`src/logic/fb_macros.svh`:
```
//********************************************************************
// framebuffer line demo constants
// 640x480 display timing, framebuffer geometry and colour depth
//********************************************************************
`ifndef FB_MACROS_SVH
`define FB_MACROS_SVH

// horizontal timing, pixel clocks
`define H_RES   640     // active pixels
`define H_FP    16      // front porch
`define H_SYNC  96      // sync pulse
`define H_BP    48      // back porch, 800 total

// vertical timing, lines
`define V_RES   480     // active lines
`define V_FP    10      // front porch
`define V_SYNC  2       // sync pulse
`define V_BP    33      // back porch, 525 total

// framebuffer, one bit per pixel
`define FB_WIDTH    160
`define FB_HEIGHT   120
`define FB_LINE_ROW 60  // row filled by the drawer

// vga dac depth per channel
`define COLR_BITS   4

`endif

```
`src/logic/fb_pkg.sv`:
```
//********************************************************************
// framebuffer line demo package
// widths and coordinate bounds derived from the timing constants
//********************************************************************
`include "fb_macros.svh"

package fb_pkg;

    // signed screen coordinates, blanking sits below zero
    localparam int CORDW = 16;

    // first coordinate of a line and of a frame
    localparam logic signed [CORDW-1:0] H_STA = CORDW'(-(`H_FP + `H_SYNC + `H_BP));  // -160
    localparam logic signed [CORDW-1:0] V_STA = CORDW'(-(`V_FP + `V_SYNC + `V_BP));  // -45

    // last active coordinate
    localparam logic signed [CORDW-1:0] HA_END = CORDW'(`H_RES - 1);  // 639
    localparam logic signed [CORDW-1:0] VA_END = CORDW'(`V_RES - 1);  // 479

    // framebuffer sizing
    localparam int FB_PIXELS = `FB_WIDTH * `FB_HEIGHT;  // 19200
    localparam int FB_ADDRW  = $clog2(FB_PIXELS);       // 15 bits
    localparam int FB_XW     = $clog2(`FB_WIDTH);       // column counter

    // full intensity on one channel
    localparam logic [`COLR_BITS-1:0] COLR_ON = '1;

endpackage

```
`src/logic/line_drawer.sv`:
```
//********************************************************************
// one-shot line drawer
// fills framebuffer row FB_LINE_ROW on the first frame after reset
//********************************************************************
`timescale 1ns/1ps
`include "fb_macros.svh"

module line_drawer (
    input  logic                          clk_pix,
    input  logic                          reset,
    input  logic                          frame,          // start of frame
    output logic                          fb_we,          // write strobe
    output logic [fb_pkg::FB_ADDRW-1:0]   fb_addr_write,
    output logic                          fb_colr_write   // pixel value
);

    import fb_pkg::*;

    // fsm encoding
    localparam logic [1:0] IDLE = 2'd0;  // waiting for frame
    localparam logic [1:0] DRAW = 2'd1;  // one pixel per clock
    localparam logic [1:0] DONE = 2'd2;  // parked until reset

    // first pixel of the target row
    localparam logic [FB_ADDRW-1:0] LINE_ADDR = FB_ADDRW'(`FB_LINE_ROW * `FB_WIDTH);
    localparam logic [FB_XW-1:0]    LAST_COL  = FB_XW'(`FB_WIDTH - 1);

    logic [1:0]       state;
    logic [FB_XW-1:0] cnt_draw;  // column being written

    always_ff @(posedge clk_pix) begin
        if (reset) begin
            state <= IDLE;
            fb_we <= 1'b0;
        end else begin
            case (state)
                IDLE: begin
                    if (frame) begin
                        fb_we         <= 1'b1;      // first write next cycle
                        fb_addr_write <= LINE_ADDR;
                        fb_colr_write <= 1'b1;      // white
                        cnt_draw      <= '0;
                        state         <= DRAW;
                    end
                end
                DRAW: begin
                    if (cnt_draw == LAST_COL) begin
                        fb_we <= 1'b0;              // 160 writes issued
                        state <= DONE;
                    end else begin
                        fb_addr_write <= fb_addr_write + 1'b1;
                        cnt_draw      <= cnt_draw + 1'b1;
                    end
                end
                DONE: begin
                    fb_we <= 1'b0;  // nothing more to draw
                end
                default: state <= DONE;
            endcase
        end
    end

endmodule

```
`config.mk`:
```
export PLATFORM = sky130hd
export DESIGN_NAME = line_drawer
export DESIGN_NICKNAME = d
export VERILOG_FILES = /design/src/logic/fb_pkg.sv /design/src/logic/line_drawer.sv
export VERILOG_INCLUDE_DIRS = /design/src /design/src/logic
export SDC_FILE = /design/constraint.sdc
export NUM_CORES = 1
export LEC_CHECK = 0
export ABC_CLOCK_PERIOD_IN_PS = 7800
export BUFFER_PORTS_ARGS = -buffer_cell sky130_fd_sc_hd__buf_4
export CAP_MARGIN = 25
export CORE_ASPECT_RATIO = 1.75
export CORE_MARGIN = 4
export CORE_UTILIZATION = 50
export CTS_BUF_LIST = sky130_fd_sc_hd__clkbuf_2 sky130_fd_sc_hd__clkbuf_4 sky130_fd_sc_hd__clkbuf_8
export DETAILED_ROUTE_END_ITERATION = 10
export PLACE_DENSITY_LB_ADDON = 0.3
export SYNTH_ARGS = -nofsm -noshare
export SYNTH_HDL_FRONTEND = slang
export SYNTH_SLANG_ARGS = --single-unit
```
`constraint.sdc`:
```
create_clock -name clk_pix -period 7.8 [get_ports clk_pix]
set_input_delay 0.39 -clock clk_pix [delete_from_list [all_inputs] [get_ports clk_pix]]
set_output_delay 0.39 -clock clk_pix [all_outputs]
set_load 0.05 [all_outputs]
```
==> impl_metrics.yaml <==
routing:
  drtIter0Drc: 22
  wl_per_cell_um: 15.3
  drc: 0
  route.vias.total: 982
  drt-pass1-iter-count: 4
  via_per_inst: 5.64
  wl_mm: 2.66
  ant_nets: 0
grt:
  grt_max_degree: 24
  antenna_found_initial: 0
  grtUsageTotal: 0.161
  grt-ovfl-total: 0
  grt_pass1_vias: 978
  grt_pass1_wl_mm: 4.46
synth:
  syn_avg_cell_area_um2: 11.1
  synth.distinct_cells: 34
  ys_ff_latch: 26
  synth.net_count: 136
  syn_area_um2: 1410
  async_flop_share: 0
  synth_area_leader_cell: "edfxtp_1"
  syn_inst: 127
  synth_edf_count: 23
  ys.flop_type: "edfxtp_1"
  yosysSeqAreaShare: 0.533
  synth_top_area_share: 0.490
  synthTopCellsByArea: "edfxtp_1 (49%), xor2_1 (6.2%), ha_1 (5.3%), dfxtp_1 (4.3%), nor2_1 (3.7%)"
  yosysWarningCount: 0
timing:
  final.min_clock_period_ps: 2540
  rsz0062_at_grt: "no"
  finalSetupViolCount: 0
  hold_viol_final: 0
  finalMaxSlewViolations: 0
  tightest_slew_ps: 524
  maxSlewHeadroom: 0.649
  maxClockFrequency_mhz: 394
  finalCritPeriodShare: 0.325
  finClkSkew_ps: 2.83
  fin_setup_tns_ps: 0
pwr:
  power_mw: 0.571
  vdd_drop_max_mv: 0.215
  p_leak_nw: 0.578
  power_density_nw_per_um2: 352
cells_and_area:
  antenna_cells: 0
  synthToLayoutAreaGrowth_pct: 14.9
  drive_above_1_share: 0.197
  nNetsFinal: 157
floorplanning:
  die-area_um2: 3760
  ios: 20
  rows: 25
  die_w_um: 48.1
  start_util: 0.524
  core_um2: 2690
  fp.dieH_um: 78.2
placement:
  dp_hpwl_mm: 2.02
  io_buffers: 18
  finalWeightedCongestion: 0.792
cts:
  cts_tree: "done"
  clock_latency_ps: 260
  cts-root-buf: "clkbuf_8"
  clk_pin_slew_ps: 90
  clkSinkCount: 26
  post_cts_buffers: 0
  postCtsHoldBufs: 0
  cts_made_buffers: 3
  postCtsResizedCells: 0
  htreeDepth: 1
  clockBufferDepth: 2
worst_setup_path:
  worstPathRequired_ps: 7750
  crit_fanout: 23
  cp-end-kind: "flip-flop"
  criticalPathCategory: "flip-flop to flip-flop"
  crit_path_start_kind: "flip-flop"
  cp_data_arrival_time_ps: 2480
status:
  status: "finished, final reports clean"
job:
  max_cap_violations: 0
worst_hold_path:
  hold_path.class: "primary input to flip-flop"
-- layer usage --
layer / track usage / wire length [µm] / vias to the layer above
li1: - / - / 494
met1: 0.192 / 1080 / 465
met2: 0.282 / 1460 / 21
met3: 0.0206 / 99 / 2
met4: 0.0485 / 24 / 0
met5: 0 / 0 / -
-- synthesized netlist by cell type (2+ instances only) --
cell / n
a21oi_1: 5
nand3_1: 6
xnor2_1: 5
o31ai_1: 2
and3_1: 2
nor4_1: 3
dfxtp_1: 3
inv_1: 4
ha_1: 6
or3_1: 3
xor2_1: 10
o21ai_0: 2
nand2_1: 12
edfxtp_1: 23
nor2_1: 14
nand4_1: 5
or4_1: 2
and2_1: 3
nor3_1: 2
-- worst paths after layout --
path,slack [ps],endpoint,start,cells after the start
worst max-delay path,5260,fb_addr_write[2],state[1],7
worst min-delay path,310,fb_we,reset,2
worst max register to register,5260,fb_addr_write[2],state[1],7
worst min register to register,490,fb_we,fb_we,2
-- metrics by stage --
step	worst slack [ps]	cell area [µm²]	util	instances	hold WS, ps
2_1_floorplan	4530	1410	-	127	459
3_3_place_gp	5390	1570	0.585	170	460
3_5_place_dp	5240	1570	0.585	170	479
4_1_cts	5230	1620	0.602	174	303
5_1_grt	5020	1620	0.602	174	301
6_report	5260	1620	0.602	174	307
-- cell usage in the layout, fill, tap and decap left out, drive strengths merged, types with 4 or more instances in the layout --
cell type and n:
edfxtp 23, buf 19, nor2 14, nand2 12, xor2 10, nand3 6
ha 6, nand4 6, a21oi 5, xnor2 5, inv 4, and2 4
-- state kept, by name (all words and copies together), names as in the netlist --
name / flops
state: 2
fb_we: 1
cnt_draw: 8
fb_addr_write: 15
-- critical path, cell delays in order (launching register included) --
cell	delay [ps]
dfxtp_1	350
inv_1	90
ha_1	280
clkinv_1	490
a41oi_2	440
a21oi_1	90
nor3_2	160
buf_4	320
-- logic make-up after synthesis --
logic type               share of synthesized area
XOR/XNOR                                    0.0932
AND/OR/NAND/NOR                              0.226
AO/OA/AOI/OAI                               0.0586
flip-flops                                   0.533
adder cells (fa/ha/maj)                     0.0533
multiplexers                               0.00799
buffers and inverters                       0.0249
other                                      0.00266
-- report_power, final --
group          total, mW  switching (mW)  leakage (nW)  internal [mW]
combinational      0.247           0.167         0.323         0.0810
clock             0.0751          0.0399        0.0231         0.0352
sequential         0.248          0.0396         0.232          0.208
total              0.571           0.246         0.578          0.325
-- cell type report --
cell class	instances	area [µm²]
Timing Repair Buffer	19	143
Fill cell	229	1070
Multi-Input combinational cell	93	628
Tap cell	27	33.8
Clock inverter	1	3.75
Inverter	5	18.8
Sequential cell	26	751
Clock buffer	3	41.3
Note: power is estimated with default switching activity, not from simulation.
