`src/logic/fb_macros.svh`:
```
//********************************************************************
// framebuffer line demo constants
// 640x480 display timing, framebuffer geometry and colour depth
//********************************************************************
`ifndef FB_MACROS_SVH
`define FB_MACROS_SVH

// horizontal timing, pixel clocks
`define H_RES   640     // active pixels
`define H_FP    16      // front porch
`define H_SYNC  96      // sync pulse
`define H_BP    48      // back porch, 800 total

// vertical timing, lines
`define V_RES   480     // active lines
`define V_FP    10      // front porch
`define V_SYNC  2       // sync pulse
`define V_BP    33      // back porch, 525 total

// framebuffer, one bit per pixel
`define FB_WIDTH    160
`define FB_HEIGHT   120
`define FB_LINE_ROW 60  // row filled by the drawer

// vga dac depth per channel
`define COLR_BITS   4

`endif

```
`src/logic/fb_pkg.sv`:
```
//********************************************************************
// framebuffer line demo package
// widths and coordinate bounds derived from the timing constants
//********************************************************************
`include "fb_macros.svh"

package fb_pkg;

    // signed screen coordinates, blanking sits below zero
    localparam int CORDW = 16;

    // first coordinate of a line and of a frame
    localparam logic signed [CORDW-1:0] H_STA = CORDW'(-(`H_FP + `H_SYNC + `H_BP));  // -160
    localparam logic signed [CORDW-1:0] V_STA = CORDW'(-(`V_FP + `V_SYNC + `V_BP));  // -45

    // last active coordinate
    localparam logic signed [CORDW-1:0] HA_END = CORDW'(`H_RES - 1);  // 639
    localparam logic signed [CORDW-1:0] VA_END = CORDW'(`V_RES - 1);  // 479

    // framebuffer sizing
    localparam int FB_PIXELS = `FB_WIDTH * `FB_HEIGHT;  // 19200
    localparam int FB_ADDRW  = $clog2(FB_PIXELS);       // 15 bits
    localparam int FB_XW     = $clog2(`FB_WIDTH);       // column counter

    // full intensity on one channel
    localparam logic [`COLR_BITS-1:0] COLR_ON = '1;

endpackage

```
`src/logic/fb_scanout.sv`:
```
//********************************************************************
// framebuffer scanout
// reads pixels in step with the beam and drives registered vga
//********************************************************************
`timescale 1ns/1ps
`include "fb_macros.svh"

module fb_scanout (
    input  logic                              clk_pix,
    input  logic signed [fb_pkg::CORDW-1:0]   sx,             // beam column
    input  logic signed [fb_pkg::CORDW-1:0]   sy,             // beam row
    input  logic                              hsync,
    input  logic                              vsync,
    input  logic                              frame,          // start of frame
    output logic [fb_pkg::FB_ADDRW-1:0]       fb_addr_read,
    input  logic                              fb_colr_read,   // one cycle late
    output logic                              vga_hsync,
    output logic                              vga_vsync,
    output logic [`COLR_BITS-1:0]             vga_r,
    output logic [`COLR_BITS-1:0]             vga_g,
    output logic [`COLR_BITS-1:0]             vga_b
);

    import fb_pkg::*;

    logic paint;      // beam inside framebuffer area
    logic paint_p1;   // aligned with ram data
    logic hsync_p1;
    logic vsync_p1;
    logic pix_on;

    // top left 160x120 of the screen
    always_comb begin
        paint = (sx >= 0 && sx < `FB_WIDTH && sy >= 0 && sy < `FB_HEIGHT);
    end

    // linear read address
    // starts at zero so no lookahead needed
    always_ff @(posedge clk_pix) begin
        if (frame) begin
            fb_addr_read <= '0;                    // back to pixel 0
        end else if (paint) begin
            fb_addr_read <= fb_addr_read + 1'b1;   // only inside area
        end
    end

    // match the one-cycle ram read
    always_ff @(posedge clk_pix) begin
        paint_p1 <= paint;
        hsync_p1 <= hsync;
        vsync_p1 <= vsync;
    end

    always_comb pix_on = paint_p1 && fb_colr_read;

    // registered outputs, two clocks behind the beam
    always_ff @(posedge clk_pix) begin
        vga_hsync <= hsync_p1;
        vga_vsync <= vsync_p1;
        vga_r     <= pix_on ? COLR_ON : '0;   // monochrome, all channels alike
        vga_g     <= pix_on ? COLR_ON : '0;
        vga_b     <= pix_on ? COLR_ON : '0;
    end

endmodule

```
`config.mk`:
```
export PLATFORM = sky130hd
export DESIGN_NAME = fb_scanout
export DESIGN_NICKNAME = d
export VERILOG_FILES = /design/src/logic/fb_pkg.sv /design/src/logic/fb_scanout.sv
export VERILOG_INCLUDE_DIRS = /design/src /design/src/logic
export SDC_FILE = /design/constraint.sdc
export NUM_CORES = 1
export LEC_CHECK = 0
export BUFFER_PORTS_ARGS = -buffer_cell sky130_fd_sc_hd__buf_4
export CELL_PAD_IN_SITES_DETAIL_PLACEMENT = 1
export CELL_PAD_IN_SITES_GLOBAL_PLACEMENT = 1
export CORE_ASPECT_RATIO = 1.25
export CORE_MARGIN = 10
export CORE_UTILIZATION = 31
export DETAILED_ROUTE_END_ITERATION = 16
export PLACE_DENSITY_LB_ADDON = 0.05
export SYNTH_ARGS = -nofsm -noshare
export SYNTH_HDL_FRONTEND = slang
export SYNTH_SLANG_ARGS = --single-unit
export TNS_END_PERCENT = 5
```
`constraint.sdc`:
```
create_clock -name clk_pix -period 2.55 [get_ports clk_pix]
set_input_delay 0.255 -clock clk_pix [delete_from_list [all_inputs] [get_ports clk_pix]]
set_output_delay 0.255 -clock clk_pix [all_outputs]
set_load 0.005 [all_outputs]
```
==> metrics.txt, run 1 <==
# TYPE chip_impl_metric gauge
chip_impl_metric{name="total_power",unit="mW"} 0.593
chip_impl_metric{name="start_util",unit="%"} 32.1
chip_impl_metric{name="synth-edff-count",unit=""} 0
chip_impl_metric{name="power.share.clock",unit="%"} 36.5
chip_impl_metric{name="post_cts.repair.setup_buffers",unit=""} 0
chip_impl_metric{name="finalWorstPathRequiredPeriod",unit="ns"} 1.64
chip_impl_metric{name="arrival",unit="ns"} 1.79
chip_impl_metric{name="vias_in_the_first_global_route",unit=""} 997
chip_impl_metric{name="clock_skew",unit="ns"} 0.00348
chip_impl_metric{name="timing_worst_slew_pin_value",unit="ns"} 0.369
chip_impl_metric{name="die-height",unit="µm"} 84.3
chip_impl_metric{name="leakage_dissipation",unit="nW"} 0.596
chip_impl_metric{name="postRouteWirelength",unit="mm"} 3.04
chip_impl_metric{name="number_of_antenna_violations_at_the_first_check_in_global_routing",unit=""} 0
chip_impl_metric{name="maxClockFrequency",unit="MHz"} 610
chip_impl_metric{name="max_cap_violations",unit=""} 0
chip_impl_metric{name="cts-hold-fix-buffers",unit=""} 0
chip_impl_metric{name="clock_path_buffers",unit=""} 2
chip_impl_metric{name="grt_pass1_wl",unit="mm"} 4.98
chip_impl_metric{name="num_antenna_cells",unit=""} 0
chip_impl_metric{name="cts_sinks",unit=""} 21
chip_impl_metric{name="synthesis.yosys.warnings",unit=""} 0
chip_impl_metric{name="area.sequential",unit="µm²"} 420
chip_impl_metric{name="mappedNetlistArea",unit="µm²"} 1020
chip_impl_metric{name="async_reset_ff_share",unit="%"} 0
chip_impl_info{name="critPathSlowestCell",value="sky130_fd_sc_hd__nor4_1"} 1
chip_impl_metric{name="cts-buffers-inserted",unit=""} 3
chip_impl_metric{name="multi_input_area",unit="µm²"} 489
chip_impl_metric{name="hold_viol_final",unit=""} 0
chip_impl_metric{name="htreeDepth",unit=""} 1
chip_impl_info{name="worstSetupEndpointType",value="register"} 1
chip_impl_metric{name="clock_input_transition_at_the_sequential_cells_of_the_worst_setup_and_hold_paths",unit="ns"} 0.08
chip_impl_metric{name="grt_start_max_net_pins",unit=""} 17
chip_impl_info{name="timing_worst_setup_path_type",value="in -> reg"} 1
chip_impl_metric{name="cp.buffers_inverters",unit=""} 2
chip_impl_metric{name="distinct_cell_type_count_after_synthesis",unit=""} 26
chip_impl_metric{name="dp.final_hpwl",unit="mm"} 2.45
chip_impl_metric{name="worst-endpoint-required",unit="ns"} 2.70
chip_impl_metric{name="synth.yosys.seq_area_share",unit="%"} 41.0
chip_impl_metric{name="post_route_setup_tns",unit="ns"} 0
chip_impl_info{name="clock_tree_from_tritoncts",value="yes"} 1
chip_impl_metric{name="timing.critical_path.slowest_cell_delay",unit="ns"} 0.39
chip_impl_metric{name="fillers",unit=""} 400
chip_impl_info{name="critical_path_s_top_delay_family",value="simple AND/OR/NAND/NOR gates"} 1
chip_impl_metric{name="critical_path_peak_fanout",unit=""} 10
chip_impl_metric{name="port_buffers",unit=""} 57
chip_impl_metric{name="relSlewSlack",unit="%"} 75.2
chip_impl_metric{name="combPwrFrac",unit="%"} 7.6
chip_impl_metric{name="placementRows",unit=""} 23
chip_impl_metric{name="fp.coreArea",unit="µm²"} 3190
chip_impl_metric{name="internal_power",unit="mW"} 0.471
chip_impl_metric{name="routed-via-count",unit=""} 935
chip_impl_metric{name="slew_violations",unit=""} 0
chip_impl_info{name="critical_path_cell_sequence",value="buf_4 -> nor4_2 -> nand4_2 -> buf_4 -> nor4_1 -> xnor2_1 -> nor2_1"} 1
chip_impl_metric{name="antenna_left",unit=""} 0
chip_impl_metric{name="die-area",unit="µm²"} 6020
chip_impl_info{name="timing.hold.worst.class",value="in -> reg"} 1
chip_impl_info{name="critPathLaunchType",value="input port"} 1
chip_impl_info{name="status",value="finished clean"} 1
chip_impl_metric{name="synth_seq_cells",unit=""} 21
chip_impl_info{name="cts_root_buf",value="sky130_fd_sc_hd__clkbuf_8"} 1
chip_impl_metric{name="grt-ovfl-total",unit=""} 0
chip_impl_metric{name="finalWeightedCongestion",unit=""} 0.735
chip_impl_metric{name="first_iter_violations",unit=""} 8
chip_impl_metric{name="grt_util_all_layers",unit="%"} 9.91
chip_impl_metric{name="area_growth",unit="%"} 41.8
chip_impl_metric{name="drtPass1Iterations",unit=""} 2
chip_impl_metric{name="cellPowerDensity",unit="nW/µm²"} 408
chip_impl_metric{name="remaining_drc_errors",unit=""} 0
chip_impl_metric{name="syn_avg_cell_area",unit="µm²"} 9.40
chip_impl_metric{name="ioPinCount",unit=""} 66
chip_impl_info{name="rsz0062_at_grt",value="false"} 1
chip_impl_metric{name="max-vdd-ir-drop",unit="µV"} 272
chip_impl_metric{name="clk-insertion-delay-late",unit="ns"} 0.26
chip_impl_metric{name="syn_nets",unit=""} 147
chip_impl_metric{name="p_sw_share",unit="%"} 20.6
chip_impl_metric{name="fp.dieW",unit="µm"} 71.4
chip_impl_metric{name="final_setup_fails",unit=""} 0
chip_impl_metric{name="power.sequential.fraction",unit="%"} 55.9
chip_impl_info{name="worst_path_most_repeated_cell",value="sky130_fd_sc_hd__buf_4"} 1
chip_impl_metric{name="p_switching",unit="mW"} 0.122
chip_impl_metric{name="post_cts.resized_instances",unit=""} 0
chip_impl_metric{name="timing.final.crit_share",unit="%"} 64.3
chip_impl_metric{name="final_layout_size_suffix_gt1_share",unit="%"} 47.8
chip_impl_metric{name="wire_per_inst",unit="µm"} 15.7
chip_impl_metric{name="vias_per_cell",unit=""} 4.82
chip_impl_metric{name="postSynthCellCount",unit=""} 109
chip_impl_info{name="synth_top_flop_cell",value="sky130_fd_sc_hd__dfxtp_1"} 1
chip_impl_metric{name="layout.nets",unit=""} 196
chip_impl_metric{name="postLayoutCoreUtil",unit="%"} 45.5
flip-flops by register name, summed over array words and instances (netlist names):
| register | cells |
|---|---|
| fb_addr_read | 15 |
| hsync_p1 | 1 |
| paint_p1 | 1 |
| vga_b | 1 |
| vga_hsync | 1 |
| vga_vsync | 1 |
| vsync_p1 | 1 |
cells in the mapped netlist (2+ instances only):
library cell | number | area share (%)
sky130_fd_sc_hd__buf_2 | 2 | 0.98
sky130_fd_sc_hd__and3_1 | 2 | 1.2
sky130_fd_sc_hd__dfxtp_1 | 21 | 41
sky130_fd_sc_hd__nor3_1 | 2 | 0.98
sky130_fd_sc_hd__xnor2_1 | 13 | 11
sky130_fd_sc_hd__nand4_1 | 3 | 1.8
sky130_fd_sc_hd__nand2_1 | 5 | 1.8
sky130_fd_sc_hd__nor2_1 | 15 | 5.5
sky130_fd_sc_hd__a21oi_1 | 2 | 0.98
sky130_fd_sc_hd__inv_1 | 2 | 0.73
sky130_fd_sc_hd__nor4_2 | 9 | 11
sky130_fd_sc_hd__nand3_1 | 6 | 2.9
sky130_fd_sc_hd__buf_4 | 11 | 8.1
sky130_fd_sc_hd__nor4_1 | 4 | 2.4
per-stage QoR:
step | hold WS [ns] | setup slack, ns | cells | area [µm²]
final | 0.0921 | 0.910 | 194 | 1450
after detailed placement | 0.314 | 0.621 | 190 | 1410
after global placement | 0.310 | 0.626 | 190 | 1410
after global routing | 0.0833 | 0.813 | 194 | 1450
after floorplan | 0.283 | 1.05 | 109 | 1020
after CTS | 0.0872 | 0.885 | 194 | 1450
placed cells by master, fill, tap and decap left out:
cell type / instances
sky130_fd_sc_hd__a21oi_1: 2
sky130_fd_sc_hd__a31o_1: 1
sky130_fd_sc_hd__and2_1: 1
sky130_fd_sc_hd__and3_1: 2
sky130_fd_sc_hd__and4_1: 1
sky130_fd_sc_hd__buf_4: 59
sky130_fd_sc_hd__clkbuf_8: 3
sky130_fd_sc_hd__clkinv_2: 1
sky130_fd_sc_hd__dfxtp_1: 21
sky130_fd_sc_hd__ha_1: 1
sky130_fd_sc_hd__inv_1: 2
sky130_fd_sc_hd__nand2_1: 5
sky130_fd_sc_hd__nand2b_1: 1
sky130_fd_sc_hd__nand3_1: 6
sky130_fd_sc_hd__nand4_1: 3
sky130_fd_sc_hd__nand4_2: 1
sky130_fd_sc_hd__nor2_1: 15
sky130_fd_sc_hd__nor2_2: 1
sky130_fd_sc_hd__nor3_1: 2
sky130_fd_sc_hd__nor3_2: 1
sky130_fd_sc_hd__nor4_1: 4
sky130_fd_sc_hd__nor4_2: 9
sky130_fd_sc_hd__o21ai_0: 1
sky130_fd_sc_hd__o21ai_1: 1
sky130_fd_sc_hd__xnor2_1: 13
worst register-to-register path, cell delays in order (launching register included):
cell and delay [ns]:
sky130_fd_sc_hd__dfxtp_1 0.44, sky130_fd_sc_hd__and4_1 0.40, sky130_fd_sc_hd__nand4_1 0.16, sky130_fd_sc_hd__nor4_1 0.30, sky130_fd_sc_hd__xnor2_1 0.16, sky130_fd_sc_hd__nor2_1 0.05
path summary, 6_finish.rpt:
kind | endpoint | cells past startpoint | from | slack [ns]
setup / recovery | fb_addr_read[14]$_SDFFE_PP0P_ | 7 | sy[15] | 0.91
hold / removal | vsync_p1$_DFF_P_ | 1 | vsync | 0.09
setup reg to reg | fb_addr_read[14]$_SDFFE_PP0P_ | 5 | fb_addr_read[3]$_SDFFE_PP0P_ | 0.93
hold reg to reg | vga_hsync$_DFF_P_ | 0 | hsync_p1$_DFF_P_ | 0.33
metal layers:
metal / up-vias / track usage, % / part of all wire [%]
met5: - / 0 / 0
met4: 0 / 2.65 / 1.1
met3: 4 / 4.00 / 8.1
met2: 34 / 17.0 / 50
met1: 435 / 10.9 / 41
li1: 462 / - / -
cells by family (layout without fill, tap and decap cells):
family	count (synthesis)	after routing	share of synthesized area, %
buffers and inverters	17	65	11.2
adders and majority gates	1	1	1.22
and+or+nand+nor	52	52	32.6
DFF	21	21	41.0
xor gates and xnor gates	13	13	11.1
AOI/OAI and AO/OA	5	5	2.81
power by group through the flow:
stage / Clock (mW) / Sequential [mW] / Combinational (mW)
after floorplan: 0 / 0.340 / 0.00660
after global placement: 0 / 0.339 / 0.0451
after detailed placement: 0 / 0.339 / 0.0461
after CTS: 0.225 / 0.332 / 0.0462
after global routing: 0.240 / 0.332 / 0.0491
final: 0.216 / 0.332 / 0.0453
layout make-up:
class | instances | area share (%)
clock buffers | 3 | 2.84
clock inverters | 1 | 0.345
flip-flops and latches | 21 | 28.9
multi-input cells | 71 | 33.7
well taps | 37 | 3.19
repair buffers | 59 | 30.5
inverters | 2 | 0.517
(Power assumes the default switching activity.)
==> inputs of run 2 (changes only) <==
CORE_UTILIZATION = 29   (was 31)
clock period = 1.7 ns   (was 2.55 ns; I/O delays follow)
==> metrics.txt, run 2 (synthesis results as in run 1) <==
# TYPE chip_impl_metric gauge
chip_impl_metric{name="clk-insertion-delay-late",unit="ns"} 0.25
chip_impl_metric{name="postRouteWirelength",unit="mm"} 3.01
chip_impl_metric{name="clock_path_buffers",unit=""} 2
chip_impl_metric{name="fp.coreArea",unit="µm²"} 3450
chip_impl_info{name="critPathLaunchType",value="register"} 1
chip_impl_metric{name="finalWorstPathRequiredPeriod",unit="ns"} 1.49
chip_impl_metric{name="die-area",unit="µm²"} 6330
chip_impl_metric{name="cts_sinks",unit=""} 21
chip_impl_info{name="timing.hold.worst.class",value="in -> reg"} 1
chip_impl_metric{name="hold_viol_final",unit=""} 0
chip_impl_metric{name="timing_worst_slew_pin_value",unit="ns"} 0.334
chip_impl_info{name="regMostFlops",value="fb_addr_read"} 1
chip_impl_metric{name="cts-buffers-inserted",unit=""} 3
chip_impl_metric{name="post_cts.resized_instances",unit=""} 0
chip_impl_metric{name="final_setup_fails",unit=""} 0
chip_impl_metric{name="slew_violations",unit=""} 0
chip_impl_metric{name="routed-via-count",unit=""} 953
chip_impl_metric{name="die-height",unit="µm"} 86.5
chip_impl_metric{name="largest_register_ff_count",unit=""} 15
chip_impl_metric{name="final_layout_size_suffix_gt1_share",unit="%"} 47.8
chip_impl_metric{name="pre_cts_ws",unit="ns"} 0.0798
chip_impl_metric{name="leakage_dissipation",unit="nW"} 0.622
chip_impl_metric{name="p_switching",unit="mW"} 0.179
chip_impl_metric{name="placementRows",unit=""} 24
chip_impl_metric{name="clock_input_transition_at_the_sequential_cells_of_the_worst_setup_and_hold_paths",unit="ns"} 0.08
chip_impl_metric{name="internal_power",unit="mW"} 0.709
chip_impl_metric{name="num_antenna_cells",unit=""} 0
chip_impl_metric{name="fillers",unit=""} 402
chip_impl_metric{name="arrival",unit="ns"} 1.64
chip_impl_metric{name="power.sequential.fraction",unit="%"} 56.0
chip_impl_metric{name="finalWeightedCongestion",unit=""} 0.684
chip_impl_metric{name="cellPowerDensity",unit="nW/µm²"} 591
chip_impl_metric{name="layout.nets",unit=""} 200
chip_impl_metric{name="wire_per_inst",unit="µm"} 15.0
chip_impl_metric{name="antenna_left",unit=""} 0
chip_impl_metric{name="combPwrFrac",unit="%"} 8.1
chip_impl_metric{name="timing.final.crit_share",unit="%"} 87.6
chip_impl_metric{name="grt_util_all_layers",unit="%"} 9.67
chip_impl_info{name="clock_tree_from_tritoncts",value="yes"} 1
chip_impl_metric{name="worst-endpoint-required",unit="ns"} 1.85
chip_impl_metric{name="r2r_setup_slack",unit="ns"} 0.21
chip_impl_metric{name="drtPass1Iterations",unit=""} 4
chip_impl_info{name="top_library_cells_by_usage_in_the_layout_fill_and_taps_aside",value="60 x sky130_fd_sc_hd__buf_4, 21 x sky130_fd_sc_hd__dfxtp_1, 15 x sky130_fd_sc_hd__nor2_1"} 1
chip_impl_metric{name="area_growth",unit="%"} 46.6
chip_impl_metric{name="port_buffers",unit=""} 57
chip_impl_info{name="mostFrequentLayoutCell",value="sky130_fd_sc_hd__buf_4"} 1
chip_impl_info{name="worstSetupEndpointType",value="register"} 1
chip_impl_metric{name="vias_in_the_first_global_route",unit=""} 999
chip_impl_metric{name="htreeDepth",unit=""} 1
chip_impl_metric{name="start_util",unit="%"} 29.7
chip_impl_metric{name="grt-ovfl-total",unit=""} 0
chip_impl_metric{name="post_route_setup_tns",unit="ns"} 0
chip_impl_info{name="rsz0062_at_grt",value="false"} 1
chip_impl_metric{name="vias_per_cell",unit=""} 4.77
chip_impl_metric{name="critical_path_peak_fanout",unit=""} 9
chip_impl_metric{name="final_worst_setup_slack",unit="ns"} 0.212
chip_impl_info{name="timing_worst_setup_path_type",value="reg -> reg"} 1
chip_impl_metric{name="relSlewSlack",unit="%"} 77.6
chip_impl_metric{name="fp.dieW",unit="µm"} 73.2
chip_impl_metric{name="grt_start_max_net_pins",unit=""} 17
chip_impl_info{name="cts_root_buf",value="sky130_fd_sc_hd__clkbuf_8"} 1
chip_impl_metric{name="remaining_drc_errors",unit=""} 0
chip_impl_metric{name="number_of_antenna_violations_at_the_first_check_in_global_routing",unit=""} 0
chip_impl_metric{name="max_cap_violations",unit=""} 0
chip_impl_metric{name="clock_skew",unit="ns"} 0.00312
chip_impl_metric{name="total_power",unit="mW"} 0.888
chip_impl_metric{name="power.share.clock",unit="%"} 35.9
chip_impl_metric{name="grt_pass1_wl",unit="mm"} 5.00
chip_impl_metric{name="max-vdd-ir-drop",unit="µV"} 449
chip_impl_metric{name="ioPinCount",unit=""} 66
chip_impl_metric{name="p_sw_share",unit="%"} 20.1
chip_impl_metric{name="dp.final_hpwl",unit="mm"} 2.46
chip_impl_info{name="status",value="finished clean"} 1
chip_impl_metric{name="first_iter_violations",unit=""} 22
chip_impl_metric{name="maxClockFrequency",unit="MHz"} 672
-- run 2: area by class of cell --
class                           count  area [µm²]  share of cell area (%)
Inverter                            2        7.51                   0.500
Tap cell                           39        48.8                    3.25
Sequential cell                    21         420                    28.0
Clock buffer                        3        41.3                    2.75
Clock inverter                      1        5.00                   0.333
Multi-Input combinational cell     71         489                    32.6
Timing Repair Buffer               63         490                    32.6
-- run 2: worst paths after layout --
kind	cells after the start	start	endpoint
max	5	fb_addr_read[5]$_SDFFE_PP0P_	fb_addr_read[14]$_SDFFE_PP0P_
min reg2reg	0	vsync_p1$_DFF_P_	vga_vsync$_DFF_P_
min	2	fb_colr_read	vga_b[2]$_DFF_P_
max reg2reg	5	fb_addr_read[5]$_SDFFE_PP0P_	fb_addr_read[14]$_SDFFE_PP0P_
-- run 2: metal layers --
metal	routed length, µm	up-vias	global-route usage, %	share of wire, %
met2	1480	36	15.8	49
met1	1150	445	10.3	38
met5	0	-	0	0
met3	341	2	4.92	11
met4	28	0	3.63	0.93
li1	-	470	-	-
-- run 2: per-stage QoR --
stage | cells | cell area [µm²] | util [%] | hold WS (ns)
floorplan | 109 | 1020 | - | 0.198
global placement | 194 | 1440 | 41.6 | 0.274
detailed placement | 194 | 1440 | 41.6 | 0.276
CTS | 198 | 1480 | 42.9 | 0.00495
global route | 200 | 1500 | 43.5 | 0.104
finish | 200 | 1500 | 43.5 | 0.115
-- run 2: what timing repair did --
item / in CTS / in global routing
hold buffers: 0 / 2
setup buffers: 0 / 0
hold endpoints to repair: 0 / 2
-- run 2: worst max-delay path, stage by stage (launching register included) --
cell and delay [ns]:
sky130_fd_sc_hd__dfxtp_1 0.39, sky130_fd_sc_hd__and4_1 0.40, sky130_fd_sc_hd__nand4_1 0.14, sky130_fd_sc_hd__nor4_1 0.25
sky130_fd_sc_hd__xnor2_1 0.16, sky130_fd_sc_hd__nor2_1 0.05
-- run 2: power by group through the flow --
stage | Clock [mW] | Combinational, mW | Sequential (mW)
finish | 0.319 | 0.0715 | 0.497
global route | 0.360 | 0.0778 | 0.498
CTS | 0.338 | 0.0696 | 0.498
detailed placement | 0 | 0.0695 | 0.509
global placement | 0 | 0.0677 | 0.509
floorplan | 0 | 0.00991 | 0.509
