## config.mk

```make
export PLATFORM = sky130hd
export DESIGN_NAME = display_timings_480p
export DESIGN_NICKNAME = d
export VERILOG_FILES = /design/src/logic/fb_pkg.sv /design/src/logic/display_timings_480p.sv
export VERILOG_INCLUDE_DIRS = /design/src /design/src/logic
export SDC_FILE = /design/constraint.sdc
export NUM_CORES = 1
export LEC_CHECK = 0
export BUFFER_PORTS_ARGS = -buffer_cell sky130_fd_sc_hd__buf_2
export CORE_MARGIN = 4
export CORE_UTILIZATION = 45
export DETAILED_ROUTE_END_ITERATION = 8
export GPL_TIMING_DRIVEN = 0
export PLACE_DENSITY_LB_ADDON = 0.12
export RECOVER_POWER = 50
export SYNTH_ARGS = -nofsm -noshare
export SYNTH_HDL_FRONTEND = slang
export SYNTH_SLANG_ARGS = --single-unit
```

## constraint.sdc

```tcl
create_clock -name clk_pix -period 2.3 [get_ports clk_pix]
set_input_delay 0.345 -clock clk_pix [delete_from_list [all_inputs] [get_ports clk_pix]]
set_output_delay 0.345 -clock clk_pix [all_outputs]
set_load 0.01 [all_outputs]
```

## src/logic/fb_macros.svh

```systemverilog
//********************************************************************
// framebuffer line demo constants
// 640x480 display timing, framebuffer geometry and colour depth
//********************************************************************
`ifndef FB_MACROS_SVH
`define FB_MACROS_SVH

// horizontal timing, pixel clocks
`define H_RES   640     // active pixels
`define H_FP    16      // front porch
`define H_SYNC  96      // sync pulse
`define H_BP    48      // back porch, 800 total

// vertical timing, lines
`define V_RES   480     // active lines
`define V_FP    10      // front porch
`define V_SYNC  2       // sync pulse
`define V_BP    33      // back porch, 525 total

// framebuffer, one bit per pixel
`define FB_WIDTH    160
`define FB_HEIGHT   120
`define FB_LINE_ROW 60  // row filled by the drawer

// vga dac depth per channel
`define COLR_BITS   4

`endif

```

## src/logic/fb_pkg.sv

```systemverilog
//********************************************************************
// framebuffer line demo package
// widths and coordinate bounds derived from the timing constants
//********************************************************************
`include "fb_macros.svh"

package fb_pkg;

    // signed screen coordinates, blanking sits below zero
    localparam int CORDW = 16;

    // first coordinate of a line and of a frame
    localparam logic signed [CORDW-1:0] H_STA = CORDW'(-(`H_FP + `H_SYNC + `H_BP));  // -160
    localparam logic signed [CORDW-1:0] V_STA = CORDW'(-(`V_FP + `V_SYNC + `V_BP));  // -45

    // last active coordinate
    localparam logic signed [CORDW-1:0] HA_END = CORDW'(`H_RES - 1);  // 639
    localparam logic signed [CORDW-1:0] VA_END = CORDW'(`V_RES - 1);  // 479

    // framebuffer sizing
    localparam int FB_PIXELS = `FB_WIDTH * `FB_HEIGHT;  // 19200
    localparam int FB_ADDRW  = $clog2(FB_PIXELS);       // 15 bits
    localparam int FB_XW     = $clog2(`FB_WIDTH);       // column counter

    // full intensity on one channel
    localparam logic [`COLR_BITS-1:0] COLR_ON = '1;

endpackage

```

## src/logic/display_timings_480p.sv

```systemverilog
//********************************************************************
// 640x480 display timing generator
// signed beam position, registered active-low syncs, frame pulse
//********************************************************************
`timescale 1ns/1ps
`include "fb_macros.svh"

module display_timings_480p (
    input  logic                              clk_pix,
    input  logic                              reset,
    output logic signed [fb_pkg::CORDW-1:0]   sx,      // beam column
    output logic signed [fb_pkg::CORDW-1:0]   sy,      // beam row
    output logic                              hsync,   // active low
    output logic                              vsync,   // active low
    output logic                              frame    // start of frame
);

    import fb_pkg::*;

    // sync windows in signed coords
    // front porch follows the active area, wrapping through H_STA
    localparam logic signed [CORDW-1:0] HS_STA = H_STA + `H_FP;    // -144
    localparam logic signed [CORDW-1:0] HS_END = HS_STA + `H_SYNC; // exclusive
    localparam logic signed [CORDW-1:0] VS_STA = V_STA + `V_FP;    // -35
    localparam logic signed [CORDW-1:0] VS_END = VS_STA + `V_SYNC; // exclusive

    logic signed [CORDW-1:0] sx_next;
    logic signed [CORDW-1:0] sy_next;
    logic                    hs_next;
    logic                    vs_next;

    // next beam position
    always_comb begin
        if (sx == HA_END) begin    // end of line
            sx_next = H_STA;
            sy_next = (sy == VA_END) ? V_STA : sy + 1'b1;
        end else begin
            sx_next = sx + 1'b1;
            sy_next = sy;
        end
    end

    // syncs follow the next position so they line up with sx/sy
    always_comb begin
        hs_next = ~(sx_next >= HS_STA && sx_next < HS_END);
        vs_next = ~(sy_next >= VS_STA && sy_next < VS_END);  // moves at line start
    end

    always_ff @(posedge clk_pix) begin
        if (reset) begin
            sx    <= H_STA;    // park at top left of blanking
            sy    <= V_STA;
            hsync <= 1'b1;
            vsync <= 1'b1;
            frame <= 1'b1;     // so the first frame starts on release
        end else begin
            sx    <= sx_next;
            sy    <= sy_next;
            hsync <= hs_next;
            vsync <= vs_next;
            frame <= (sx_next == H_STA) && (sy_next == V_STA);  // every 420000 clocks
        end
    end

endmodule

```

==> out/qor.csv, run 1 <==
metric,value,unit
worst vdd ir,0.225,mV
sum of negative setup slack,-0.0842,ns
placeable core area,4410,um^2
clk slew on worst S/H paths,0.07,ns
Final HPWL DP,3930,um
Die Footprint,5790,um^2
instance count after placement with tap cells included,345,
Synth Flop Type,sky130_fd_sc_hd__dfxtp_1,
clock buffer depth,2,
IO buf count,36,
max-capacitance violation count,0,
Most Frequent Cell on Critical Path,sky130_fd_sc_hd__nand4_1,
share of the clock period used by the worst path,102,%
antenna violations before repair,0,
CTS sink count,35,
Crit path arrival time,2.51,ns
Max-Slew Margin vs Limit,59.4,%
detailed-router iteration count before antenna repair,6,
"EDFF count, synth",0,
count of antenna-violating nets left after detailed routing,0,
total vias in the final route,2136,
post-detailed-placement cell area,2360,um^2
number of synthesized register bits,35,
launching element type of the critical path,flip-flop,
pwr dens,423,nW/um^2
number of cells in the finished layout apart from fillers,360,
share of synthesized area occupied by flip-flops and latches,33.6,%
global placement routability congestion,0.824,
unrepaired setup endpoints after global routing,yes,
DRC errors left,0,
die boundary height,76.1,um
chip width,76.1,um
CTS tree,done,
Worst Max-Slew Pin Slew,0.607,ns
Boundary Pins,37,
maximum clock skew at final layout,0.00343,ns
number of failing hold endpoints at the final stage,0,
maximum number of pins on one net before global-route repair,12,
Clock Latency Late Sink,0.28,ns
leakage power,0.927,nW
Syn Nets,262,
count of different cell masters after synthesis,57,
result of the run,finished with violations,
overall global routing resource usage,19.5,%
share of final-layout standard cells stronger than drive strength 1,24.7,%
delay of the slowest critical-path stage,0.53,ns
Hold/Removal Path Class,in2reg,
area fraction of the dominant cell type after synthesis,33.6,%
post-route minimum period,2.35,ns
Routed WL per cell,15.5,um
number of global-route vias before repair,1884,
critical path cell sequence,"or4_4, nor4_4, nand4_1, xor2_1, nor4_2, o2111a_1, nand4_1",
type of element capturing the critical path,flip-flop,
Initial Util,47.3,%
cell with the biggest individual delay on the critical path,sky130_fd_sc_hd__or4_4,
Detailed Route WL,5580,um
GRT Residual Overflow,0,
number of buffers inserted during clock tree synthesis,5,
via/cell ratio,5.93,
top cells by area in the synthesized netlist,"sky130_fd_sc_hd__dfxtp_1 34%, sky130_fd_sc_hd__nand2_1 5.6%, sky130_fd_sc_hd__xnor2_1 5.5%",
detailed router's first-iteration violation count,140,
kind of critical path,reg2reg,
post-synth top area cell,sky130_fd_sc_hd__dfxtp_1,
number of failing setup endpoints in the final timing report,2,
number of warnings reported in the yosys synthesis log,0,
maximum fanout count along the critical path,4,
Layout fillers,431,
"FFs w/ async S/R, synth",0,%
diode count,0,
endpoint required time on the critical path,2.46,ns
number of buffers inserted for hold repair after clock tree synthesis,0,
depth of the CTS H-tree,2,
wire length of the first global-routing pass,9400,um
violations in the final reports,negative setup slack,
smallest setup slack after layout,-0.0474,ns
number of nets in the layout,314,
Post-Synthesis Cell Area,2090,um^2
number of cells produced by synthesis,257,
fmax,0.426,GHz
number of cell rows,24,
signed area change from the synthesized netlist to the final layout,21.5,%
number of max-slew violations in the final report,0,
worst hold-check slack,0.314,ns
design area,2540,um^2
mean instance size in the synthesized netlist,8.12,um^2
buffer cell driving the clock tree root,sky130_fd_sc_hd__clkbuf_8,
[final cells by class]
class	count	area [um^2]	area share [%]
plain buffers	8	66.3	2.61
clock buffers	6	72.6	2.86
inverters	2	7.51	0.296
multi-input cells	208	1350	53.3
flip-flops and latches	35	716	28.2
well taps	52	65.1	2.57
repair buffers	49	258	10.2
[final timing paths]
path	startpoint	to	slack [ns]	cells after the start
worst max-delay path	sx[8]	vsync	-0.05	7
worst min-delay path	reset	sx[4]	0.31	2
worst max register to register	sx[8]	vsync	-0.05	7
worst min register to register	sx[0]	sx[0]	0.51	1
[cell families (layout without fill, tap and decap cells)]
family	Yosys count	after routing	share of synthesized area (%)
mux	1	1	0.480
flops	35	35	33.6
buf+inv	14	65	4.62
xor+xnor	20	20	8.39
fa+ha+maj	3	3	1.80
compound gates	49	49	15.0
simple gates	135	135	36.2
[registers in the layout, summed over array words and instances (netlist names)]
| name | cells |
|---|---|
| sx | 16 |
| sy | 16 |
| frame | 1 |
| hsync | 1 |
| vsync | 1 |
[power breakdown]
group | switching (mW) | internal (mW)
Clock | 0.210 | 0.202
Combinational | 0.0262 | 0.0182
Sequential | 0.00754 | 0.610
[cells in the mapped netlist, types with 2 or more instances]
| cell type | n |
|---|---|
| sky130_fd_sc_hd__nor2_1 | 22 |
| sky130_fd_sc_hd__a31oi_1 | 3 |
| sky130_fd_sc_hd__xnor2_1 | 13 |
| sky130_fd_sc_hd__and3_2 | 3 |
| sky130_fd_sc_hd__nor2b_1 | 3 |
| sky130_fd_sc_hd__nor4_2 | 2 |
| sky130_fd_sc_hd__and2_1 | 4 |
| sky130_fd_sc_hd__clkbuf_1 | 5 |
| sky130_fd_sc_hd__or3_1 | 3 |
| sky130_fd_sc_hd__nand4_1 | 13 |
| sky130_fd_sc_hd__o21bai_1 | 3 |
| sky130_fd_sc_hd__dfxtp_1 | 35 |
| sky130_fd_sc_hd__a21oi_1 | 17 |
| sky130_fd_sc_hd__clkbuf_8 | 3 |
| sky130_fd_sc_hd__o21ai_0 | 9 |
| sky130_fd_sc_hd__or2_2 | 4 |
| sky130_fd_sc_hd__and4_1 | 4 |
| sky130_fd_sc_hd__o22ai_1 | 2 |
| sky130_fd_sc_hd__and2_2 | 2 |
| sky130_fd_sc_hd__nand3_1 | 14 |
| sky130_fd_sc_hd__o31ai_1 | 2 |
| sky130_fd_sc_hd__nand2b_1 | 4 |
| sky130_fd_sc_hd__xor2_1 | 7 |
| sky130_fd_sc_hd__nand4b_1 | 2 |
| sky130_fd_sc_hd__nor4_1 | 5 |
| sky130_fd_sc_hd__nand2_1 | 31 |
| sky130_fd_sc_hd__inv_1 | 2 |
| sky130_fd_sc_hd__ha_1 | 3 |
| sky130_fd_sc_hd__nor3b_1 | 2 |
| sky130_fd_sc_hd__nor3_1 | 8 |
[layout by cell type (no fill, tap or decap), types with 8 or more instances in the layout]
master / instances
sky130_fd_sc_hd__buf_2: 20
sky130_fd_sc_hd__clkbuf_1: 18
sky130_fd_sc_hd__nand2_1: 30
sky130_fd_sc_hd__o21ai_0: 8
sky130_fd_sc_hd__buf_4: 14
sky130_fd_sc_hd__a21oi_1: 17
sky130_fd_sc_hd__xnor2_1: 13
sky130_fd_sc_hd__nand4_1: 13
sky130_fd_sc_hd__nand3_1: 14
sky130_fd_sc_hd__dfxtp_1: 27
sky130_fd_sc_hd__nor2_1: 21
[through the flow]
stage	util [%]	setup WS, ns	power [mW]
after floorplan	-	0.0186	0.662
after global placement	53.5	-0.370	0.679
after detailed placement	53.5	-0.340	0.679
after CTS	56.3	-0.0415	1.09
after global routing	57.5	-0.207	1.12
final	57.5	-0.0474	1.07
[timing repair]
action,CTS,global route
setup buffers,9,4
endpoints found under the setup margin,8,4
pin swaps,12,1
gates resized for setup,10,13
[worst max-delay path: cells and delay by family (launching register included)]
| family | cells | cell delay (ns) |
|---|---|---|
| XOR/XNOR | 1 | 0.18 |
| flip-flops | 1 | 0.35 |
| AO/OA/AOI/OAI | 1 | 0.28 |
| AND/OR/NAND/NOR | 5 | 1.42 |
[routing by layer]
layer	routed length [um]	share of wire (%)	global-route usage (%)	up-vias
met2	2610	47	30.1	84
li1	-	-	-	1054
met5	0	0	0	-
met1	2470	44	26.6	990
met4	89	1.6	6.64	0
met3	417	7.5	4.37	8
Note: power is estimated with default switching activity, not from simulation.
==> run 2, diff against run 1 <==
--- a/config.mk
+++ b/config.mk
@@ -6,7 +6,7 @@
 export SDC_FILE = /design/constraint.sdc
 export NUM_CORES = 1
 export LEC_CHECK = 0
-export BUFFER_PORTS_ARGS = -buffer_cell sky130_fd_sc_hd__buf_2
+export BUFFER_PORTS_ARGS = -buffer_cell sky130_fd_sc_hd__buf_4
 export CORE_MARGIN = 4
 export CORE_UTILIZATION = 45
 export DETAILED_ROUTE_END_ITERATION = 8
==> run 2 against run 1 <==
  * The run still ends with negative setup slack left
  * Worst setup slack worse by 0.044 ns
  * First-iteration DRC count is 4.3% lower
  * Critical path type unchanged
  * Power increased by 1.9%
  * Largest power group unchanged
  * Clock skew grew 0.0021 ns
  * Count of clock-buffer cells in the layout up 1
  * Largest cell class unchanged
  * Register-to-register slack got worse by 0.04 ns
  * Clock power up 4%
  * Sequential power about the same
  * Non-clock buffer count grew 2
  * Highest routed layer unchanged
==> out/qor.csv, run 2 (synthesized netlist as in run 1, its figures left out) <==
metric,value,unit,change
antenna violations before repair,0,,unchanged
result of the run,finished with violations,,unchanged
number of buffers inserted during clock tree synthesis,5,,unchanged
wire length of the first global-routing pass,9540,um,was 9400 um
violations in the final reports,negative setup slack,,unchanged
DRC errors left,0,,unchanged
post-route minimum period,2.39,ns,was 2.35 ns
GRT Residual Overflow,0,,unchanged
Boundary Pins,37,,unchanged
Die Footprint,5790,um^2,unchanged
wl on met1,2440,um,was 2470 um
endpoint required time on the critical path,2.45,ns,was 2.46 ns
number of global-route vias before repair,1958,,was 1884
CTS sink count,35,,unchanged
overall global routing resource usage,19.7,%,was 19.5%
number of nets in the layout,316,,was 314
max-capacitance violation count,0,,unchanged
Hold/Removal Path Class,in2reg,,unchanged
number of failing hold endpoints at the final stage,0,,unchanged
"top library cells by usage in the layout, fill and taps aside","44 x sky130_fd_sc_hd__buf_4, 30 x sky130_fd_sc_hd__nand2_1, 26 x sky130_fd_sc_hd__dfxtp_1",,"was 30 x sky130_fd_sc_hd__nand2_1, 27 x sky130_fd_sc_hd__dfxtp_1, 21 x sky130_fd_sc_hd__nor2_1"
Final HPWL DP,3940,um,was 3930 um
depth of the CTS H-tree,2,,unchanged
Crit path arrival time,2.55,ns,was 2.51 ns
number of cell rows,24,,unchanged
placeable core area,4410,um^2,unchanged
worst vdd ir,0.193,mV,was 0.225 mV
signed area change from the synthesized netlist to the final layout,26.4,%,was 21.5%
via/cell ratio,5.71,,was 5.93
global placement routability congestion,0.817,,was 0.824
biggest regs,"sx: 16 flops, sy: 16 flops",,unchanged
share of final-layout standard cells stronger than drive strength 1,28.2,%,was 24.7%
die boundary height,76.1,um,unchanged
CTS tree,done,,unchanged
kind of critical path,reg2reg,,unchanged
chip width,76.1,um,unchanged
Worst Max-Slew Pin Slew,0.626,ns,was 0.607 ns
maximum number of pins on one net before global-route repair,11,,was 12
clk slew on worst S/H paths,0.07,ns,about the same
smallest setup slack after layout,-0.0915,ns,was -0.0474 ns
number of failing setup endpoints in the final timing report,2,,unchanged
Initial Util,47.3,%,unchanged
Detailed Route WL,5540,um,was 5580 um
fmax,0.418,GHz,was 0.426 GHz
number of max-slew violations in the final report,0,,unchanged
clock buffer depth,2,,unchanged
top layer reached by signal wires,met4,,unchanged
"commonest non-fill, non-tap cell in the layout",sky130_fd_sc_hd__buf_4,,was sky130_fd_sc_hd__nand2_1
launching element type of the critical path,flip-flop,,unchanged
maximum clock skew at final layout,0.00552,ns,was 0.00343 ns
Total Power Consumption,1.09,mW,was 1.07 mW
unrepaired setup endpoints after global routing,yes,,unchanged
pwr dens,414,nW/um^2,was 423 nW/um^2
share of the clock period used by the worst path,104,%,was 102%
IO buf count,36,,unchanged
detailed-router iteration count before antenna repair,4,,was 6
detailed router's first-iteration violation count,134,,was 140
maximum fanout count along the critical path,11,,was 4
Routed WL per cell,15.2,um,was 15.5 um
Max-Slew Margin vs Limit,58.1,%,was 59.4%
minimum setup slack after placement,-0.401,ns,was -0.340 ns
count of antenna-violating nets left after detailed routing,0,,unchanged
leakage power,0.989,nW,was 0.927 nW
met3 routed WL,311,um,was 417 um
Clock Latency Late Sink,0.28,ns,about the same
length of routed met2 wiring,2690,um,was 2610 um
diode count,0,,unchanged
total vias in the final route,2079,,was 2136
type of element capturing the critical path,flip-flop,,unchanged
buffer cell driving the clock tree root,sky130_fd_sc_hd__clkbuf_8,,unchanged
-- run 2: cell count changes in the layout (fill, tap and decap cells not counted) --
| cell | change |
|---|---|
| sky130_fd_sc_hd__buf_4 | +30 |
| sky130_fd_sc_hd__buf_2 | -20 |
| sky130_fd_sc_hd__clkbuf_1 | -7 |
| sky130_fd_sc_hd__dfxtp_2 | +2 |
| sky130_fd_sc_hd__clkinv_2 | +1 |
| sky130_fd_sc_hd__dfxtp_1 | -1 |
| sky130_fd_sc_hd__dfxtp_4 | -1 |
| sky130_fd_sc_hd__nor4_1 | -1 |
| sky130_fd_sc_hd__nor4_2 | +1 |
| sky130_fd_sc_hd__nor4bb_1 | +1 |
| sky130_fd_sc_hd__nor4bb_2 | -1 |
-- run 2: metal layers --
metal,vias to the layer above,global-route usage (%)
li1,1055,-
met2,57,32.2
met4,0,6.82
met3,10,5.79
met5,-,0
met1,957,24.4
-- run 2: critical path: stages, from the launching register on --
cell and delay [ns]:
sky130_fd_sc_hd__dfxtp_2 0.38, sky130_fd_sc_hd__or3_4 0.42, sky130_fd_sc_hd__buf_4 0.15, sky130_fd_sc_hd__nor4_4 0.32, sky130_fd_sc_hd__buf_4 0.17, sky130_fd_sc_hd__a22oi_1 0.06, sky130_fd_sc_hd__a2111oi_1 0.37, sky130_fd_sc_hd__o2111a_1 0.28
sky130_fd_sc_hd__nand4_1 0.11
-- run 2: worst paths after layout --
kind                from  endpoint  slack, ns  cells after the start
hold reg to reg    sx[0]     sx[0]       0.50                      1
setup / recovery  sx[10]     vsync      -0.09                      8
setup reg to reg  sx[10]     vsync      -0.09                      8
hold / removal     reset     sx[4]       0.28                      2
-- run 2: final cells by class --
cell class	count	area, um^2
clock buffers	7	76.3
repair buffers	50	349
inverters	2	7.51
well taps	52	65.1
fillers	424	1780
multi-input cells	208	1350
flip-flops and latches	35	714
plain buffers	9	70.1
clock inverters	1	5.00
-- run 2: report_power, final --
part / switching [mW] / leakage, nW / internal (mW)
sequential: 0.00686 / 0.282 / 0.611
clock: 0.216 / 0.0422 / 0.212
combinational: 0.0263 / 0.665 / 0.0209
-- run 2: timing repair --
action | CTS | global route
hold buffers | 0 | 0
setup buffers | 11 | 3
setup endpoints to repair | 8 | 5
resized for setup | 11 | 11
pin swaps | 11 | 5
-- run 2: per-stage QoR --
step                      util [%]  hold WS [ns]  cells  area, um^2  setup TNS, ns
after detailed placement      55.5         0.502    345        2450          -1.49
final                         59.8         0.280    364        2640         -0.179
after global routing          59.8         0.275    364        2640         -0.410
after CTS                     59.3         0.272    362        2620         -0.174
after global placement        55.5         0.500    345        2450          -1.41
after floorplan                  -         0.417    257        2110              0
==> run 3, diff against run 2 <==
--- a/config.mk
+++ b/config.mk
@@ -13,6 +13,7 @@
 export GPL_TIMING_DRIVEN = 0
 export PLACE_DENSITY_LB_ADDON = 0.12
 export RECOVER_POWER = 50
+export REMOVE_ABC_BUFFERS = 1
 export SYNTH_ARGS = -nofsm -noshare
 export SYNTH_HDL_FRONTEND = slang
 export SYNTH_SLANG_ARGS = --single-unit
==> constraint.sdc (replaced) <==
create_clock -name clk_pix -period 2.3 [get_ports clk_pix]
set_input_delay 0.345 -clock clk_pix [delete_from_list [all_inputs] [get_ports clk_pix]]
set_output_delay 0.345 -clock clk_pix [all_outputs]
set_load 0.02 [all_outputs]
==> run 3 against run 2 <==
  * The run still ends with negative setup slack left
  * Non-clock buffer count decreased by 7
  * Routed wire length decreased by 1.1%
  * Sequential power about the same
  * Flip-flop and latch count unchanged
  * Combinational power decreased by 5.5%
  * Design area decreased by 4.9%
  * Final cell count decreased by 2.5%
  * Fmax decreased by 1.0%
  * Die area unchanged
  * First-iteration DRC count increased by 97%
  * Sequential share of layout area increased by 1.6 points
  * Core utilization decreased by 2.9 points
  * Critical endpoint is now frame
==> out/qor.csv, run 3 (synthesized netlist as in run 1, its figures left out) <==
metric,value,unit,change
result of the run,finished with violations,,unchanged
violations in the final reports,negative setup slack,,unchanged
diode count,0,,unchanged
leakage power,0.909,nW,was 0.989 nW
number of cell rows,24,,unchanged
number of max-slew violations in the final report,0,,unchanged
placeable core area,4410,um^2,unchanged
number of failing setup endpoints in the final timing report,2,,unchanged
CTS sink count,35,,unchanged
area occupied by multi-input gates,1340,um^2,was 1350 um^2
type of element capturing the critical path,flip-flop,,unchanged
"commonest non-fill, non-tap cell in the layout",sky130_fd_sc_hd__nand2_1,,was sky130_fd_sc_hd__buf_4
Register Area,719,um^2,was 714 um^2
launching element type of the critical path,flip-flop,,unchanged
maximum fanout count along the critical path,5,,was 11
clock buffer depth,2,,unchanged
CTS tree,done,,unchanged
design area,2510,um^2,was 2640 um^2
Worst Max-Slew Pin Slew,0.621,ns,was 0.626 ns
minimum setup slack after placement,-1.09,ns,was -0.401 ns
Finished Core Util,56.8,%,was 59.8%
total vias in the final route,2119,,was 2079
number of cells traversed by the worst hold path,2,,unchanged
chip width,76.1,um,unchanged
Crit path arrival time,2.59,ns,was 2.55 ns
share of the clock period used by the worst path,105,%,was 104%
Clock Latency Late Sink,0.28,ns,about the same
via/cell ratio,5.97,,was 5.71
endpoint required time on the critical path,2.48,ns,was 2.45 ns
"top library cells by usage in the layout, fill and taps aside","31 x sky130_fd_sc_hd__nand2_1, 30 x sky130_fd_sc_hd__buf_4, 26 x sky130_fd_sc_hd__dfxtp_1",,"was 44 x sky130_fd_sc_hd__buf_4, 30 x sky130_fd_sc_hd__nand2_1, 26 x sky130_fd_sc_hd__dfxtp_1"
number of global-route vias before repair,2018,,was 1958
Die Footprint,5790,um^2,unchanged
buffer cell driving the clock tree root,sky130_fd_sc_hd__clkbuf_8,,unchanged
post-route minimum period,2.42,ns,was 2.39 ns
Max-Slew Margin vs Limit,58.4,%,was 58.1%
maximum clock skew at final layout,0.00435,ns,was 0.00552 ns
kind of critical path,reg2reg,,unchanged
clk slew on worst S/H paths,0.07,ns,about the same
GRT Residual Overflow,0,,unchanged
detailed router's first-iteration violation count,264,,was 134
number of buffers inserted during clock tree synthesis,5,,unchanged
signed area change from the synthesized netlist to the final layout,20.2,%,was 26.4%
count of antenna-violating nets left after detailed routing,0,,unchanged
number of nets in the layout,309,,was 316
maximum number of pins on one net before global-route repair,25,,was 11
post-detailed-placement cell area,2330,um^2,was 2450 um^2
fmax,0.414,GHz,was 0.418 GHz
number of buffers inserted for hold repair after clock tree synthesis,0,,unchanged
max-capacitance violation count,0,,unchanged
Boundary Pins,37,,unchanged
unrepaired setup endpoints after global routing,yes,,unchanged
detailed-router iteration count before antenna repair,4,,unchanged
worst vdd ir,0.256,mV,was 0.193 mV
Detailed Route WL,5470,um,was 5540 um
smallest setup slack after layout,-0.117,ns,was -0.0915 ns
Initial Util,47.3,%,unchanged
die boundary height,76.1,um,unchanged
global placement routability congestion,0.785,,was 0.817
Routed WL per cell,15.4,um,was 15.2 um
IO buf count,36,,unchanged
sum of negative setup slack,-0.217,ns,was -0.179 ns
antenna violations before repair,0,,unchanged
DRC errors left,0,,unchanged
number of failing hold endpoints at the final stage,0,,unchanged
depth of the most critical reg-to-reg path,8,,unchanged
share of final-layout standard cells stronger than drive strength 1,21.5,%,was 28.2%
Layout fillers,444,,was 424
overall global routing resource usage,19.4,%,was 19.7%
Final HPWL DP,3680,um,was 3940 um
Hold/Removal Path Class,in2reg,,unchanged
worst hold-check slack,0.410,ns,was 0.280 ns
wire length of the first global-routing pass,9470,um,was 9540 um
depth of the CTS H-tree,2,,unchanged
pwr dens,429,nW/um^2,was 414 nW/um^2
biggest regs,"sx: 16 flops, sy: 16 flops",,unchanged
[run 3: cell types whose count changed in the layout (fill, tap and decap cells not counted), sizes merged]
cell and delta:
clkbuf +8, buf -16, clkinv -1
[run 3: worst max-delay path: stages, from the launching register on]
cell and delay, ns:
sky130_fd_sc_hd__dfxtp_4 0.34, sky130_fd_sc_hd__or4_4 0.55, sky130_fd_sc_hd__nor4_4 0.39, sky130_fd_sc_hd__buf_4 0.19, sky130_fd_sc_hd__nand4_1 0.13, sky130_fd_sc_hd__mux2i_1 0.24, sky130_fd_sc_hd__nor2_1 0.08, sky130_fd_sc_hd__o2111a_1 0.18
sky130_fd_sc_hd__a31o_1 0.22
[run 3: metrics by stage]
step                      power, mW  std cells
after CTS                      1.09        353
after detailed placement      0.678        333
after floorplan               0.656        245
after global routing           1.12        355
final                          1.08        355
after global placement        0.678        333
[run 3: path summary, 6_finish.rpt]
kind	from	endpoint	slack (ns)
max	sx[8]	frame	-0.12
min	reset	sy[2]	0.41
max reg2reg	sx[8]	frame	-0.12
min reg2reg	sx[0]	sx[0]	0.50
[run 3: cell type report]
| class | instances | area share [%] |
|---|---|---|
| inverter | 2 | 0.299 |
| clock buffer | 6 | 2.89 |
| multi-input combinational | 208 | 53.3 |
| sequential | 35 | 28.7 |
| timing repair buffer | 52 | 12.3 |
| tap | 52 | 2.59 |
[run 3: report_power, final]
group / internal (mW) / total, mW / leakage (nW) / switching, mW
Combinational: 0.0172 / 0.0446 / 0.589 / 0.0275
Clock: 0.202 / 0.413 / 0.0371 / 0.211
Sequential: 0.609 / 0.618 / 0.283 / 0.00919
[run 3: timing repair]
item                       4_1_cts  5_1_grt
setup endpoints to repair       24        6
pin swaps                       10        4
gates resized for setup         15        8
buffers inserted                14        2
hold endpoints to repair         0        0
[run 3: routing by layer]
layer / track usage [%] / share of wire (%)
met4: 8.92 / 2.6
met3: 5.20 / 7.2
met5: 0 / 0
met1: 23.5 / 42
met2: 31.7 / 48
